[src/io_params.svh]
`ifndef IO_PARAMS_SVH
`define IO_PARAMS_SVH

// address map of the board I/O slave
`define IO_NUM_DIGITS 8
`define IO_LEFT_ADDR  8
`define IO_RIGHT_ADDR 9

// buttons occupy one address each, starting here
`define IO_PB_ADDR 10
`define IO_NUM_PB  21

// command queue entries
`define IO_FIFO_DEPTH 4

// glyph 0, segments a to f lit
`define IO_SEG_RESET 8'h3F

`endif

[src/ioPkg.sv]
package ioPkg;

  // one host command
  typedef struct packed {
    logic       write;
    logic [7:0] addr;
    logic [7:0] data;
  } ioCmd_t;

  // read response byte
  typedef logic [7:0] ioRsp_t;

  // wishbone classic, master to slave
  typedef struct packed {
    logic       cyc;
    logic       stb;
    logic       we;
    logic [7:0] adr;
    logic [7:0] dat;
  } wbReq_t;

  // wishbone classic, slave to master
  typedef struct packed {
    logic       ack;
    logic [7:0] dat;
  } wbRsp_t;

  // named segments, dp in the high bit
  typedef struct packed {
    logic dp;
    logic g;
    logic f;
    logic e;
    logic d;
    logic c;
    logic b;
    logic a;
  } segBits_t;

  // one digit, seen as a byte or as segments
  typedef union packed {
    logic [7:0] raw;
    segBits_t   seg;
  } segPattern_u;

endpackage

[src/segDecoder.sv]
module segDecoder (
  input  logic [7:0]         code,
  output ioPkg::segPattern_u pattern
);

  // glyph table, bit 7 is dp and bit 0 is segment a
  always_comb begin
    case (code)
      8'd0:    pattern.raw = 8'h3F;
      8'd1:    pattern.raw = 8'h06;
      8'd2:    pattern.raw = 8'h5B;
      8'd3:    pattern.raw = 8'h4F;
      8'd4:    pattern.raw = 8'h66;
      8'd5:    pattern.raw = 8'h6D;
      8'd6:    pattern.raw = 8'h7D;
      8'd7:    pattern.raw = 8'h07;
      8'd8:    pattern.raw = 8'h7F;
      8'd9:    pattern.raw = 8'h6F;
      // hex letters A to F
      8'd10:   pattern.raw = 8'h77;
      8'd11:   pattern.raw = 8'h7C;
      8'd12:   pattern.raw = 8'h39;
      8'd13:   pattern.raw = 8'h5E;
      8'd14:   pattern.raw = 8'h79;
      8'd15:   pattern.raw = 8'h71;
      // H
      8'd16:   pattern.raw = 8'h76;
      // U shape
      8'd17:   pattern.raw = 8'h3E;
      // small o
      8'd18:   pattern.raw = 8'h5C;
      // r
      8'd19:   pattern.raw = 8'h50;
      // r with decimal point
      8'd21:   pattern.raw = 8'hD0;
      // unknown codes light only the decimal point
      default: pattern.raw = 8'h80;
    endcase
  end

endmodule

[src/cmdFifo.sv]
`include "io_params.svh"

module cmdFifo (
  input  logic          clk,
  input  logic          nrst,
  input  logic          inValid,
  output logic          inReady,
  input  ioPkg::ioCmd_t inCmd,
  output logic          outValid,
  input  logic          outReady,
  output ioPkg::ioCmd_t outCmd,
  output logic          empty
);
  import ioPkg::*;

  localparam int depth = `IO_FIFO_DEPTH;
  localparam int ptrW = (depth > 1) ? $clog2(depth) : 1;
  localparam int cntW = $clog2(depth + 1);

  ioCmd_t mem [depth];
  logic [ptrW-1:0] wrPtr;
  logic [ptrW-1:0] rdPtr;
  logic [cntW-1:0] count;
  logic push;
  logic pop;

  assign inReady  = (count != cntW'(depth));
  assign outValid = (count != '0);
  assign empty    = (count == '0);
  assign outCmd   = mem[rdPtr];

  assign push = inValid && inReady;
  assign pop  = outValid && outReady;

  always_ff @(posedge clk) begin
    if (push) begin
      mem[wrPtr] <= inCmd;
    end
  end

  always_ff @(posedge clk or negedge nrst) begin
    if (!nrst) begin
      wrPtr <= '0;
      rdPtr <= '0;
      count <= '0;
    end else begin
      // pointers wrap at the last entry
      if (push) begin
        wrPtr <= (wrPtr == ptrW'(depth - 1)) ? '0 : wrPtr + 1'b1;
      end
      if (pop) begin
        rdPtr <= (rdPtr == ptrW'(depth - 1)) ? '0 : rdPtr + 1'b1;
      end
      // push and pop together leave the count as is
      case ({push, pop})
        2'b10:   count <= count + 1'b1;
        2'b01:   count <= count - 1'b1;
        default: count <= count;
      endcase
    end
  end

endmodule

[src/wbMaster.sv]
module wbMaster (
  input  logic          clk,
  input  logic          nrst,
  input  logic          cmdValid,
  output logic          cmdReady,
  input  ioPkg::ioCmd_t cmd,
  output ioPkg::wbReq_t wbReq,
  input  ioPkg::wbRsp_t wbRsp,
  output logic          rspValid,
  output ioPkg::ioRsp_t rsp,
  output logic          busy
);

  typedef enum logic [1:0] {
    sIdle,
    sActive,
    sResp
  } masterState_t;

  masterState_t state;

  // one command in flight at a time
  assign cmdReady = (state == sIdle);
  assign busy     = (state != sIdle);

  // we is still held from the finished transfer
  assign rspValid = (state == sResp) && !wbReq.we;

  always_ff @(posedge clk or negedge nrst) begin
    if (!nrst) begin
      state <= sIdle;
      wbReq <= '0;
    end else begin
      case (state)
        sIdle: begin
          if (cmdValid) begin
            wbReq.cyc <= 1'b1;
            wbReq.stb <= 1'b1;
            wbReq.we  <= cmd.write;
            wbReq.adr <= cmd.addr;
            wbReq.dat <= cmd.data;
            state     <= sActive;
          end
        end
        sActive: begin
          // address and data stay put until ack
          if (wbRsp.ack) begin
            wbReq.cyc <= 1'b0;
            wbReq.stb <= 1'b0;
            state     <= sResp;
          end
        end
        sResp: begin
          // bus idle for this cycle
          state <= sIdle;
        end
        default: begin
          state <= sIdle;
        end
      endcase
    end
  end

  // read data sampled on ack
  always_ff @(posedge clk) begin
    if ((state == sActive) && wbRsp.ack && !wbReq.we) begin
      rsp <= wbRsp.dat;
    end
  end

endmodule

[src/ioDriver.sv]
`include "io_params.svh"

module ioDriver (
  input  logic                  clk,
  input  logic                  nrst,
  input  ioPkg::wbReq_t         wbReq,
  output ioPkg::wbRsp_t         wbRsp,
  input  logic [`IO_NUM_PB-1:0] pb,
  output ioPkg::segPattern_u    segs [`IO_NUM_DIGITS],
  output logic [7:0]            left,
  output logic [7:0]            right
);
  import ioPkg::*;

  localparam int digitW = $clog2(`IO_NUM_DIGITS);
  localparam int pbW = $clog2(`IO_NUM_PB);

  segPattern_u decoded;
  logic ackReg;
  logic strobe;
  logic wrStrobe;
  logic isPb;
  logic [7:0] pbIdx;
  logic [7:0] rdMux;
  logic [7:0] rdData;

  // glyph code arrives on the write data lines
  segDecoder decoder (
    .code    (wbReq.dat),
    .pattern (decoded)
  );

  // a transfer is taken once, ack then ends it
  assign strobe   = wbReq.cyc && wbReq.stb && !ackReg;
  assign wrStrobe = strobe && wbReq.we;

  // button window starts at the first button address
  assign pbIdx = wbReq.adr - 8'(`IO_PB_ADDR);
  assign isPb  = (wbReq.adr >= 8'(`IO_PB_ADDR)) && (pbIdx < 8'(`IO_NUM_PB));

  always_comb begin
    rdMux = 8'h00;
    if (isPb) begin
      rdMux = {7'b0, pb[pbIdx[pbW-1:0]]};
    end
  end

  always_ff @(posedge clk or negedge nrst) begin
    if (!nrst) begin
      ackReg <= 1'b0;
      left   <= '0;
      right  <= '0;
      for (int i = 0; i < `IO_NUM_DIGITS; i++) begin
        segs[i].raw <= `IO_SEG_RESET;
      end
    end else begin
      ackReg <= strobe;
      if (wrStrobe) begin
        // digits take the decoded glyph, LEDs the raw byte
        if (wbReq.adr < 8'(`IO_NUM_DIGITS)) begin
          segs[wbReq.adr[digitW-1:0]] <= decoded;
        end else if (wbReq.adr == 8'(`IO_LEFT_ADDR)) begin
          left <= wbReq.dat;
        end else if (wbReq.adr == 8'(`IO_RIGHT_ADDR)) begin
          right <= wbReq.dat;
        end
      end
    end
  end

  // read data lines up with ack
  always_ff @(posedge clk) begin
    if (strobe) begin
      rdData <= rdMux;
    end
  end

  assign wbRsp.ack = ackReg;
  assign wbRsp.dat = rdData;

endmodule

[src/ioSubsystem.sv]
`include "io_params.svh"

module ioSubsystem (
  input  logic                  clk,
  input  logic                  nrst,
  input  logic                  cmdValid,
  output logic                  cmdReady,
  input  ioPkg::ioCmd_t         cmd,
  output logic                  rspValid,
  output ioPkg::ioRsp_t         rsp,
  output logic                  idle,
  input  logic [`IO_NUM_PB-1:0] pb,
  output ioPkg::segPattern_u    segs [`IO_NUM_DIGITS],
  output logic [7:0]            left,
  output logic [7:0]            right
);
  import ioPkg::*;

  ioCmd_t fifoCmd;
  logic fifoValid;
  logic fifoReady;
  logic fifoEmpty;
  logic masterBusy;
  wbReq_t wbReq;
  wbRsp_t wbRsp;

  // host commands queue here
  cmdFifo cmdQueue (
    .clk      (clk),
    .nrst     (nrst),
    .inValid  (cmdValid),
    .inReady  (cmdReady),
    .inCmd    (cmd),
    .outValid (fifoValid),
    .outReady (fifoReady),
    .outCmd   (fifoCmd),
    .empty    (fifoEmpty)
  );

  wbMaster master (
    .clk      (clk),
    .nrst     (nrst),
    .cmdValid (fifoValid),
    .cmdReady (fifoReady),
    .cmd      (fifoCmd),
    .wbReq    (wbReq),
    .wbRsp    (wbRsp),
    .rspValid (rspValid),
    .rsp      (rsp),
    .busy     (masterBusy)
  );

  ioDriver driver (
    .clk   (clk),
    .nrst  (nrst),
    .wbReq (wbReq),
    .wbRsp (wbRsp),
    .pb    (pb),
    .segs  (segs),
    .left  (left),
    .right (right)
  );

  // nothing queued and no transfer running
  assign idle = fifoEmpty && !masterBusy;

endmodule

[config.mk]
export PLATFORM = sky130hd
export DESIGN_NAME = ioSubsystem
export DESIGN_NICKNAME = d
export VERILOG_FILES = /design/src/ioPkg.sv /design/src/segDecoder.sv /design/src/cmdFifo.sv /design/src/wbMaster.sv /design/src/ioDriver.sv /design/src/ioSubsystem.sv
export VERILOG_INCLUDE_DIRS = /design/src
export SDC_FILE = /design/constraint.sdc
export NUM_CORES = 1
export LEC_CHECK = 0
export BUFFER_PORTS_ARGS = -buffer_cell sky130_fd_sc_hd__buf_2
export CELL_PAD_IN_SITES_DETAIL_PLACEMENT = 1
export CELL_PAD_IN_SITES_GLOBAL_PLACEMENT = 2
export CORE_ASPECT_RATIO = 0.75
export CORE_UTILIZATION = 41
export CTS_BUF_LIST = sky130_fd_sc_hd__clkbuf_8 sky130_fd_sc_hd__clkbuf_16
export DETAILED_ROUTE_END_ITERATION = 6
export HOLD_SLACK_MARGIN = 0.15
export PLACE_DENSITY_LB_ADDON = 0.1
export SYNTH_ARGS = -nofsm -noshare
export SYNTH_HDL_FRONTEND = slang
export SYNTH_HIERARCHICAL = 1
export SYNTH_SLANG_ARGS = --single-unit
[constraint.sdc]
create_clock -name clk -period 2.33 [get_ports clk]
set_input_delay 0.466 -clock clk [delete_from_list [all_inputs] [get_ports clk]]
set_output_delay 0.466 -clock clk [all_outputs]
set_load 0.05 [all_outputs]
## Word level (Yosys, flattened, before mapping)

Memory sizes are Yosys's and may differ from the RTL's.
Cells that the tools add are included.

| word-level totals | value |
|---|---|
| bits in registers | 125 |
| bits in latches | 0 |
| RAM bits | 68 |
| memory bits (read-only) | 256 |
| logic and storage cells | 94 |
| memories | 2 |

Memory list:

| memory | depth | width | read ports | clocked after Yosys merged registers in | wr ports | line | RTL |
|---|---|---|---|---|---|---|---|
| (name not given) | 32 | 8 | 1 | 0 | 0 | segDecoder.sv:8 | `case (code)` |
| cmdQueue.mem | 4 | 17 | 1 | 0 | 1 | cmdFifo.sv:20 | `ioCmd_t mem [depth];` |

| cells by class | value |
|---|---|
| add/subtract/negate cells | 5 |
| $mul | 0 |
| div/mod/pow operators | 0 |
| order comparisons | 6 |
| equal/unequal tests | 11 |
| shift operators | 0 |
| mux-type cells | 17 |
| bitwise gates (word level) | 3 |
| reduce and logical (&&, ||, !) cells | 27 |

Operators by type and width:

| operator | number |
|---|---|
| $bwmux W64 | 1 |
| $demux W8 S3 | 1 |
| $mux W19 | 1 |
| $eq A8 B4 Y1 const B | 2 |
| $mux W8 | 2 |
| $logic_and A1 B1 Y1 | 11 |
| $mux W2 | 5 |
| $eq A2 B2 Y1 const B | 4 |
| $ge A8 B4 Y1 const B | 1 |
| $lt A8 B4 Y1 const B | 1 |
| $lt A8 B5 Y1 const B | 1 |
| $pmux W2 S2 | 2 |
| $sub A8 B4 Y8 const B | 1 |
| $logic_not A3 Y1 | 2 |
| $lt A5 B6 Y1 const B | 1 |
| $pmux W3 S2 | 1 |
| $reduce_and A2 Y1 | 3 |
| $reduce_and A3 Y1 | 2 |
| $reduce_bool A2 Y1 | 3 |
| $bmux W1 S5 | 1 |
| $add A2 B1 Y2 const B | 2 |
| $eq A2 B1 Y1 const B | 2 |
| $ge A4 B4 Y1 const B | 1 |
| $lt A4 B1 Y1 const B | 1 |
| other kinds (11) | 17 |

## Depth between registers and ports, before layout

Gate-level depths: netlist (run 1).

| logic depth | value |
|---|---|
| depth in word-level cells | 6 |
| gate-level depth with buffers | 10 |
| gate-level depth less buffers | 10 |

## Cells and area by module

The synthesis (run 1) kept the hierarchy.

By module, submodules not included:

| module | times used | cells each | area an instance (um2) | sequential area each (um2) |
|---|---|---|---|---|
| ioDriver | 1 | 242 | 3788.6 | 2117.0 |
| cmdFifo | 1 | 130 | 2911.5 | 2217.1 |
| wbMaster | 1 | 61 | 1084.8 | 740.7 |
| segDecoder | 1 | 59 | 414.1 | 0.0 |
| ioSubsystem | 1 | 1 | 13.8 | 0.0 |

## Worst setup path after synthesis (run 1)

OpenSTA, ideal clock, no wires.

| timing path | value |
|---|---|
| path type | register to register |
| start | reg cmdQueue.count[0] |
| end | reg cmdQueue.count[2] |
| data arrival time | 2.111 ns |
| path slack | 0.140 ns |
| cell stages (with the launch flop) | 10 |
| path buffers | 0 |
| period minus slack after synthesis | 2.190 ns |
| path through | dfrtp_1 -> or3b_4 -> and2_4 -> inv_1 -> ha_1 -> inv_1 -> fa_1 -> xor2_1 -> nor2_1 -> xor2_1 |

| between the ends | value |
|---|---|
| word-level cells in the longest chain between the ends | 4 |

RTL lines:

| item | line | RTL |
|---|---|---|
| from (decl) | cmdFifo.sv:23 | `logic [cntW-1:0] count;` |
| from (signal assigned) | cmdFifo.sv:56 | `2'b10: count <= count + 1'b1;` |
| from (signal assigned) | cmdFifo.sv:57 | `2'b01: count <= count - 1'b1;` |
| from (signal assigned) | cmdFifo.sv:58 | `default: count <= count;` |
| $ne A3 B3 Y1 * | cmdFifo.sv:27 | `assign inReady = (count != cntW'(depth));` |
| net cmdReady | ioSubsystem.sv:7 | `output logic cmdReady,` |
| $logic_and A1 B1 Y1 * | cmdFifo.sv:32 | `assign push = inValid && inReady;` |
| $eq A2 B1 Y1 / $eq A2 B2 Y1 (equally long branches) | cmdFifo.sv:55 | `case ({push, pop})` |
| $pmux W3 S2 / $reduce_bool A2 Y1 (equally long branches) | -- |  |

The timed path passes the listed nets; every way through them passes the cells marked *.
A chain may end at the register's enable or synchronous reset.

## Final worst setup path (run 1)

| timing path | value |
|---|---|
| start | reg cmdQueue.count[0] |
| end | reg cmdQueue.count[2] |

| between the ends | value |
|---|---|
| word-level cells in the longest chain between the ends | 4 |

RTL lines:

| item | line |
|---|---|
| $ne A3 B3 Y1 / $reduce_bool A3 Y1 (equally long branches) | cmdFifo.sv:27, cmdFifo.sv:28 |
| $logic_and A1 B1 Y1, on equally long branches | cmdFifo.sv:32, cmdFifo.sv:33 |
| $eq A2 B1 Y1 / $eq A2 B2 Y1 (equally long branches) | cmdFifo.sv:55 |
| $pmux W3 S2 / $reduce_bool A2 Y1 (equally long branches) | -- |

Parallel ways exist; a longest one is shown, timed or not.

==> qor.csv, run 1 <==
metric;value;unit
clock transition at the registers of the reported paths;0.07;ns
CTS Buf Count;17;
Setup TNS Final;0;ns
Port Buffers;131;
initial antenna violation count;1;
first-pass GRT wire length;29100;um
FF-to-FF setup slack;0.12;ns
clk_lat worst skew;0.44;ns
synthesized flop and latch total;185;
DR vias;4678;
WL/cell;19.8;um
Die Wd;165;um
detailed placer's ending HPWL;13100;um
Min-Delay Path Class;primary input to flip-flop;
vias in the first global route;5107;
overall global routing resource usage;19.1;%
Critical Path Max Stage Delay;0.44;ns
Initial Utilization;42.1;%
leakage power;4.51;nW
gp weighted congestion;0.782;
top_reg_cell synth;edfxtp_1;
CP Capture Type;flip-flop;
Final Cycle Share;94.8;%
Pins Over Slew Limit;0;
initial DRC count;251;
Area Overhead vs Synth;20.0;%
Hold Fails Final Rpt;0;
final net count;708;
EDFF count, synth;77;
# rows;44;
Fin Clk Skew;0.0156;ns
Worst EP arrival;2.57;ns
critical path fanouts, max;6;
f_max;0.453;GHz
yosys warns;6;
Hold Startpoint;cmd[10];
H-tree depth;4;
chip height;125;um
Worst Hold Depth;1;
CP cell instances;or3b_4 -> and2_4 -> inv_1 -> ha_1 -> inv_1 -> fa_1 -> xor2_1 -> nor2_1 -> xor2_1;
Post-Syn Area;8210;sq um
ys async rst share;58.4;%
DR DRC count;28;
Power Density;1210;nW/um^2
layout cells sized above 1;58.0;%
Least-Margin Pin Slew;0.776;ns
postcts setup bufs;0;
Crit Path Class;flip-flop to flip-flop;
Fin Hold WS;0.247;ns
slowest cell on the critical path;or3b_4;
worst reg2reg path endpoint;cmdQueue/count[2];
drt first pass iters;6;
Yosys cell types;63;
CTS root buf;clkbuf_16;
I/O pin count;132;
Routed WL;18200;um
CTS tree;done;
Final min period;2.21;ns
Post-Syn Instances;493;
sequential area share after synthesis;61.8;%
status;finished, violations left;
RR Startpoint;cmdQueue/count[0];
core area;19500;sq um
clk buf depth;2;
CP Launch Type;flip-flop;
largest net degree at the start of global routing;52;
failing checks;design-rule violations;
GRT overflow;0;
Rel. slew slack;48.3;%
routed vias/inst;5.11;
Antenna Violating Nets Remaining;0;
unrepaired setup endpoints after global routing;false;
synthesized area per cell;16.7;sq um
Final setup viols;0;
max_cap viols;0;
ant diodes;0;
WHS Endpoint;cmdQueue/mem[2][10];
Sink Count;185;
Worst Path Required;2.69;ns
worst reg-to-reg path cell count;9;
Die ar.;20600;sq um
VDD IR max;0.000605;V
-- stage by stage --
step	power (mW)	setup slack, ns	std cells	cell area, sq um	utilization [%]
after global routing	12.7	0.00689	915	9860	50.6
after CTS	12.1	0.0219	915	9850	50.5
after floorplan	7.82	0.140	499	8240	-
final	12.0	0.120	915	9860	50.6
after detailed placement	8.99	0.0531	882	9200	47.2
after global placement	8.81	0.172	882	9200	47.2
-- worst max path at each step --
stage                            from                end  slack, ns  cells past startpoint
finish              cmdQueue/count[0]  cmdQueue/count[2]       0.12                      9
global route        cmdQueue/count[0]  cmdQueue/count[2]      0.007                      9
CTS                   master/wbReq[1]    driver/segs[11]       0.02                      6
detailed placement    master/wbReq[1]     driver/segs[3]       0.05                      6
global placement      master/wbReq[1]    driver/segs[51]       0.17                      6
floorplan           cmdQueue/count[0]  cmdQueue/count[2]       0.14                      9
-- flip-flops by register name, summed over array words and instances (netlist names) --
name	count
cmdQueue/count	3
master/wbReq	18
driver/right	8
master/rsp	8
driver/left	8
driver/segs	64
cmdQueue/rdPtr	2
cmdQueue/mem	68
master/state	2
driver/ackReg	1
driver/rdData	1
cmdQueue/wrPtr	2
-- synthesized netlist by cell type, types with 2 or more instances --
| master | count | area [sq um] |
|---|---|---|
| and3_2 | 5 | 37.5 |
| nand2_1 | 5 | 18.8 |
| nor2b_1 | 7 | 43.8 |
| xor2_1 | 3 | 26.3 |
| mux2i_1 | 10 | 100 |
| a221oi_1 | 2 | 17.5 |
| mux2_2 | 80 | 901 |
| o21bai_1 | 3 | 22.5 |
| mux4_2 | 18 | 405 |
| or3_1 | 2 | 12.5 |
| buf_6 | 5 | 56.3 |
| mux2_4 | 20 | 300 |
| nand4_1 | 2 | 12.5 |
| inv_1 | 15 | 56.3 |
| nand2b_1 | 7 | 43.8 |
| buf_2 | 10 | 50.1 |
| a21oi_1 | 6 | 30.0 |
| dfstp_2 | 48 | 1260 |
| inv_2 | 2 | 7.51 |
| and2_4 | 2 | 17.5 |
| nand3_2 | 3 | 30.0 |
| dfrtp_1 | 60 | 1500 |
| and3b_1 | 2 | 17.5 |
| o21ai_0 | 8 | 40.0 |
| o311ai_0 | 2 | 17.5 |
| mux2_1 | 2 | 22.5 |
| nor2_1 | 13 | 48.8 |
| and4_1 | 2 | 17.5 |
| o21ai_1 | 3 | 15.0 |
| xnor2_1 | 3 | 26.3 |
| nand4b_4 | 4 | 95.1 |
| buf_12 | 2 | 40.0 |
| ha_1 | 17 | 213 |
| edfxtp_1 | 77 | 2310 |
| a22oi_1 | 4 | 30.0 |
| buf_4 | 12 | 90.1 |
-- what timing repair did --
item                                    in CTS  in global routing
endpoints found under the setup margin       1                  9
resized for setup                            1                  2
hold endpoints to repair                    15                  0
pin swaps                                    0                  0
hold buffers                                 1                  0
-- cell families (layout without fill, tap and decap cells) --
logic type,count (synthesis),count (layout),share of synthesized area (%)
buffers and inverters,46,209,3.66
multiplexers,130,130,21.1
flip-flops,185,185,61.8
AND/OR/NAND/NOR,70,70,6.87
other,1,7,0.0457
AO/OA/AOI/OAI,37,37,3.11
XOR/XNOR,6,6,0.640
adder cells (fa/ha/maj),18,18,2.83
-- layout by cell type, fill, tap and decap left out, types with 4 or more instances in the layout --
cell         n
dfstp_2     48
inv_6        4
a22oi_1      4
clkbuf_16   17
nor2b_1      7
nand4b_4     4
mux2_4      20
mux2i_1     10
dfrtp_1     60
buf_2      129
a21oi_1      6
mux2_2      80
ha_1        17
nor2_1      13
and3_2       5
clkinv_8     4
nand2b_1     7
mux4_2      18
buf_4       29
inv_8        4
o21ai_0      8
edfxtp_1    77
inv_1       15
conb_1       7
nand2_1      5
-- final cells by class --
| type | instances | area, sq um |
|---|---|---|
| Clock buffer | 17 | 425 |
| Inverter | 17 | 63.8 |
| Timing Repair Buffer | 160 | 893 |
| Tap cell | 253 | 317 |
| Fill cell | 1901 | 9630 |
| Clock inverter | 15 | 214 |
| Sequential cell | 185 | 5070 |
| Multi-Input combinational cell | 268 | 2870 |
-- worst max-delay path, delay by kind of cell, from the launching register on --
family,cells,cell delay [ns]
flip-flops,1,0.42
AND/OR/NAND/NOR,3,0.75
adder cells (fa/ha/maj),2,0.54
XOR/XNOR,2,0.30
buffers and inverters,2,0.12
-- report_power, final --
part | switching [mW] | internal, mW | total, mW
combinational | 2.50 | 1.92 | 4.43
sequential | 0.394 | 4.09 | 4.48
clock | 1.40 | 1.66 | 3.06
total | 4.30 | 7.68 | 12.0
-- per-layer routing --
| metal | track usage, % | share of wire, % | vias up |
|---|---|---|---|
| met5 | 0 | 0.044 | - |
| met4 | 4.76 | 0.82 | 2 |
| met3 | 4.56 | 4.3 | 12 |
| met2 | 29.1 | 46 | 97 |
| met1 | 27.3 | 49 | 2427 |
| li1 | - | - | 2140 |
Power figures use the tool's default switching activity.
==> run 2, diff against run 1 <==
- CORE_UTILIZATION: 41 -> 25
- SYNTH_HIERARCHICAL: 1 -> not set
==> qor.csv, run 2 <==
metric;value;unit
Setup TNS Final;0;ns
Sink Count;178;
gp weighted congestion;0.769;
Port Buffers;124;
leakage power;4.12;nW
top post-synthesis cells by count;mux2_2 (82), edfxtp_1 (70), dfrtp_1 (60), dfstp_2 (48), nand2_1 (20);
Rel. slew slack;48.5;%
drt first pass iters;7;
Antenna Violating Nets Remaining;0;
ant diodes;0;
core area;30100;sq um
VDD IR max;0.000475;V
CTS root buf;clkbuf_16;
vias in the first global route;4981;
Most flops, register;cmdQueue.mem;
Synth area leaders;edfxtp_1 (27%), dfrtp_1 (20%), dfstp_2 (16%);
most common cell after layout, fill and taps aside;buf_2;
# rows;55;
Die Wd;204;um
unrepaired setup endpoints after global routing;false;
Min-Delay Path Class;primary input to flip-flop;
overall global routing resource usage;13.1;%
Final Cycle Share;93.7;%
CP Capture Type;flip-flop;
max_cap viols;0;
DR vias;4514;
largest net degree at the start of global routing;41;
CTS tree;done;
Area Overhead vs Synth;23.8;%
clock transition at the registers of the reported paths;0.07;ns
detailed placer's ending HPWL;13800;um
initial DRC count;147;
Final setup viols;0;
first-pass GRT wire length;30500;um
synthesized flop and latch total;178;
chip height;153;um
CP Launch Type;flip-flop;
largest area contributor in the netlist;edfxtp_1;
final net count;699;
f_max;0.458;GHz
synthesized area per cell;15.8;sq um
Final min period;2.18;ns
Tot Pwr;11.6;mW
Post-Syn Area;7650;sq um
Die ar.;31300;sq um
CTS Buf Count;17;
routed vias/inst;4.29;
EDFF count, synth;70;
postcts setup bufs;0;
Yosys cell types;59;
critical path fanouts, max;8;
ys async rst share;60.7;%
initial antenna violation count;1;
max reg flops;68;
Worst EP arrival;2.55;ns
area share of the largest cell type after synthesis;27.5;%
DR DRC count;0;
clk buf depth;2;
yosys warns;0;
WL/cell;18.2;um
top_reg_cell synth;edfxtp_1;
most numerous cell in the Yosys netlist;mux2_2;
Fin Hold WS;0.253;ns
Pins Over Slew Limit;0;
status;completed;
fill count;3211;
I/O pin count;132;
H-tree depth;4;
Crit Path Class;flip-flop to flip-flop;
Top Registers;cmdQueue.mem: 68 flops, driver.segs: 64 flops, master.wbReq: 18 flops;
layout cells sized above 1;54.3;%
clk_lat worst skew;0.43;ns
sequential area share after synthesis;63.6;%
most frequent cells in the layout;buf_2 (123), mux2_2 (82), edfxtp_1 (70);
Post-Syn Instances;485;
Power Density;1230;nW/um^2
GRT overflow;0;
Initial Utilization;25.4;%
Hold Fails Final Rpt;0;
Fin Clk Skew;0.0145;ns
Worst Path Required;2.70;ns
Routed WL;19200;um
Least-Margin Pin Slew;0.771;ns
[run 2: cell count changes after synthesis, moves of 4 or more]
cell and delta:
mux2_4 -16, nand2_1 +15, o21ai_0 +9, nand2_2 +8, edfxtp_1 -7, nand3_1 +7, clkbuf_1 +6, and3_1 +5
and3_2 -5, buf_6 -4, nand2b_1 -4, nand4b_4 -4
[run 2: report_power, final]
part	switching (mW)	total, mW	leakage [nW]	internal (mW)
sequential	0.508	4.50	1.91	3.99
clock	1.25	2.72	0.263	1.46
combinational	2.69	4.40	1.95	1.72
[run 2: routing by layer]
metal	GRT usage [%]	up-vias	part of all wire (%)
met5	0	-	0.047
met4	3.09	2	0.80
met3	3.58	12	3.7
met2	20.3	85	46
met1	18.0	2329	49
li1	-	2086	-
[run 2: what timing repair did]
action / 4_1_cts / 5_1_grt
setup endpoints to repair: 0 / 32
hold buffers: 1 / 0
endpoints found under the hold margin: 8 / 0
gates resized for setup: 0 / 4
[run 2: logic make-up after synthesis]
logic type / synth area share, %
other: 0.0490
buffers and inverters: 2.68
AO/OA/AOI/OAI: 4.53
multiplexers: 19.4
adder cells (fa/ha/maj): 2.88
AND/OR/NAND/NOR: 6.10
flip-flops: 63.6
XOR/XNOR: 0.801
[run 2: layout make-up]
cell class                 instances  area [sq um]  share of cell area, %
sequential                       178          4860                   51.4
multi-input combinational        272          2620                   27.7
timing repair buffer             156           878                   9.27
tap                              399           499                   5.27
clock buffer                      17           425                   4.49
clock inverter                    15           119                   1.26
inverter                          16          60.1                  0.634
[run 2: metrics by stage]
step,std cells,cell area [sq um],setup WS [ns],util [%]
after floorplan,491,7680,0.0624,-
after global placement,1020,8900,0.150,29.5
after detailed placement,1020,8900,0.0555,29.5
after CTS,1053,9450,0.0180,31.4
after global routing,1053,9470,0.00707,31.4
final,1053,9470,0.146,31.4
[run 2: final timing paths]
| check | from | to | slack [ns] | cells after the start |
|---|---|---|---|---|
| setup / recovery | master.wbReq[1] | driver.segs[22] | 0.15 | 6 |
| hold / removal | cmd[7] | cmdQueue.mem[2][7] | 0.25 | 1 |
| setup reg to reg | master.wbReq[1] | driver.segs[22] | 0.15 | 6 |
| hold reg to reg | driver.rdData[0] | master.rsp[0] | 0.42 | 0 |
| max in group asynchronous | nrst | driver.segs[41] | 1.05 | 3 |
| min in group asynchronous | nrst | driver.segs[23] | 0.52 | 2 |
[run 2: critical path: stages, from the launching register on]
cell and delay, ns:
dfrtp_1 0.46, inv_1 0.13, ha_1 0.20, and2b_1 0.25
or4b_1 0.57, a21oi_4 0.29, mux2_2 0.21
==> run 3, diff against run 2 <==
- CELL_PAD_IN_SITES_DETAIL_PLACEMENT: 1 -> not set
- CELL_PAD_IN_SITES_GLOBAL_PLACEMENT: 2 -> not set
- PLACE_DENSITY_LB_ADDON: 0.1 -> not set
- SYNTH_HIERARCHICAL: not set -> 1
==> qor.csv, run 3 (synthesis gave the netlist of run 1 again) <==
metric;value;unit
Worst Path Required;2.70;ns
max_cap viols;0;
first-pass GRT wire length;27500;um
CP Launch Type;flip-flop;
GRT overflow;0;
overall global routing resource usage;11.1;%
most frequent cells in the layout;buf_2 (129), mux2_2 (80), edfxtp_1 (77);
clk buf depth;2;
final core utilization;30.9;%
I/O pin count;132;
Routed WL;18000;um
critical path fanouts, max;6;
area post-placement;9390;sq um
Setup TNS Final;0;ns
Min-Delay Path Class;primary input to flip-flop;
final net count;700;
DR vias;4546;
layout cells sized above 1;57.0;%
CTS root buf;clkbuf_16;
H-tree depth;4;
VDD IR max;0.000517;V
max reg flops;68;
initial antenna violation count;0;
Sink Count;185;
chip height;159;um
gp weighted congestion;0.784;
Post-Place Cells;1063;
CTS Buf Count;17;
most common cell after layout, fill and taps aside;buf_2;
status;completed;
Fin Hold WS;0.232;ns
core area;32400;sq um
Worst EP arrival;2.55;ns
Final min period;2.18;ns
Die ar.;33600;sq um
f_max;0.458;GHz
Final Cycle Share;93.6;%
Port Buffers;131;
Rel. slew slack;38.0;%
Power Density;1170;nW/um^2
# rows;57;
Top Registers;cmdQueue/mem: 68 flops, driver/segs: 64 flops, master/wbReq: 18 flops;
Antenna Violating Nets Remaining;0;
CP Capture Type;flip-flop;
Fin Clk Skew;0.00715;ns
unrepaired setup endpoints after global routing;false;
Area Overhead vs Synth;21.7;%
largest net degree at the start of global routing;64;
clk_lat worst skew;0.45;ns
Crit Path Class;flip-flop to flip-flop;
design area;10000;sq um
Least-Margin Pin Slew;0.930;ns
CTS tree;done;
WL/cell;16.4;um
Final setup viols;0;
Hold Fails Final Rpt;0;
clock transition at the registers of the reported paths;0.07;ns
Initial Utilization;25.4;%
Die Wd;211;um
drt first pass iters;4;
DR DRC count;0;
vias in the first global route;4508;
detailed placer's ending HPWL;12700;um
Pins Over Slew Limit;0;
ant diodes;0;
leakage power;4.47;nW
postcts setup bufs;0;
Most flops, register;cmdQueue/mem;
initial DRC count;232;
fin cells;1096;
routed vias/inst;4.15;
run 3: layout make-up:
class | instances | area (sq um)
clock inverter | 15 | 168
multi-input combinational | 268 | 2860
timing repair buffer | 152 | 850
fill | 3297 | 22400
clock buffer | 17 | 425
inverter | 17 | 63.8
sequential | 185 | 5070
tap | 442 | 553
run 3: timing repair:
item	CTS	global route
gates resized for setup	2	1
endpoints found under the setup margin	1	1
endpoints found under the hold margin	60	0
hold buffers	1	0
pin swaps	0	1
run 3: path summary, 6_finish.rpt:
kind | startpoint | end | slack [ns] | cells after the start
setup reg to reg | cmdQueue/count[0] | cmdQueue/count[2] | 0.15 | 9
hold / removal | cmd[9] | cmdQueue/mem[3][9] | 0.23 | 1
max in group asynchronous | nrst | driver/segs[18] | 1.40 | 3
setup / recovery | cmdQueue/count[0] | cmdQueue/count[2] | 0.15 | 9
min in group asynchronous | nrst | driver/right[2] | 0.56 | 3
hold reg to reg | driver/rdData[0] | master/rsp[0] | 0.44 | 0
run 3: metrics by stage:
stage / power (mW) / setup WS (ns)
CTS: 11.8 / 0.00396
global placement: 8.77 / 0.196
finish: 11.7 / 0.149
floorplan: 7.82 / 0.140
global route: 12.4 / 0.00324
detailed placement: 8.82 / 0.161
run 3: report_power, final:
part / total, mW / internal (mW) / switching (mW)
sequential: 4.54 / 4.09 / 0.455
clock: 2.94 / 1.61 / 1.33
combinational: 4.18 / 1.82 / 2.36
run 3: routing by layer:
layer | global-route usage, % | share of wire [%] | vias up
li1 | - | - | 2126
met1 | 15.4 | 49 | 2288
met2 | 16.3 | 44 | 115
met3 | 3.35 | 5.3 | 17
met4 | 4.05 | 1.3 | 0
met5 | 0 | 0 | -
run 3: worst max-delay path, stage by stage, from the launching register on:
cell	delay [ns]
dfrtp_1	0.42
or3b_4	0.44
and2_4	0.19
inv_1	0.05
ha_1	0.17
inv_1	0.06
fa_1	0.37
xor2_1	0.15
nor2_1	0.11
xor2_1	0.15
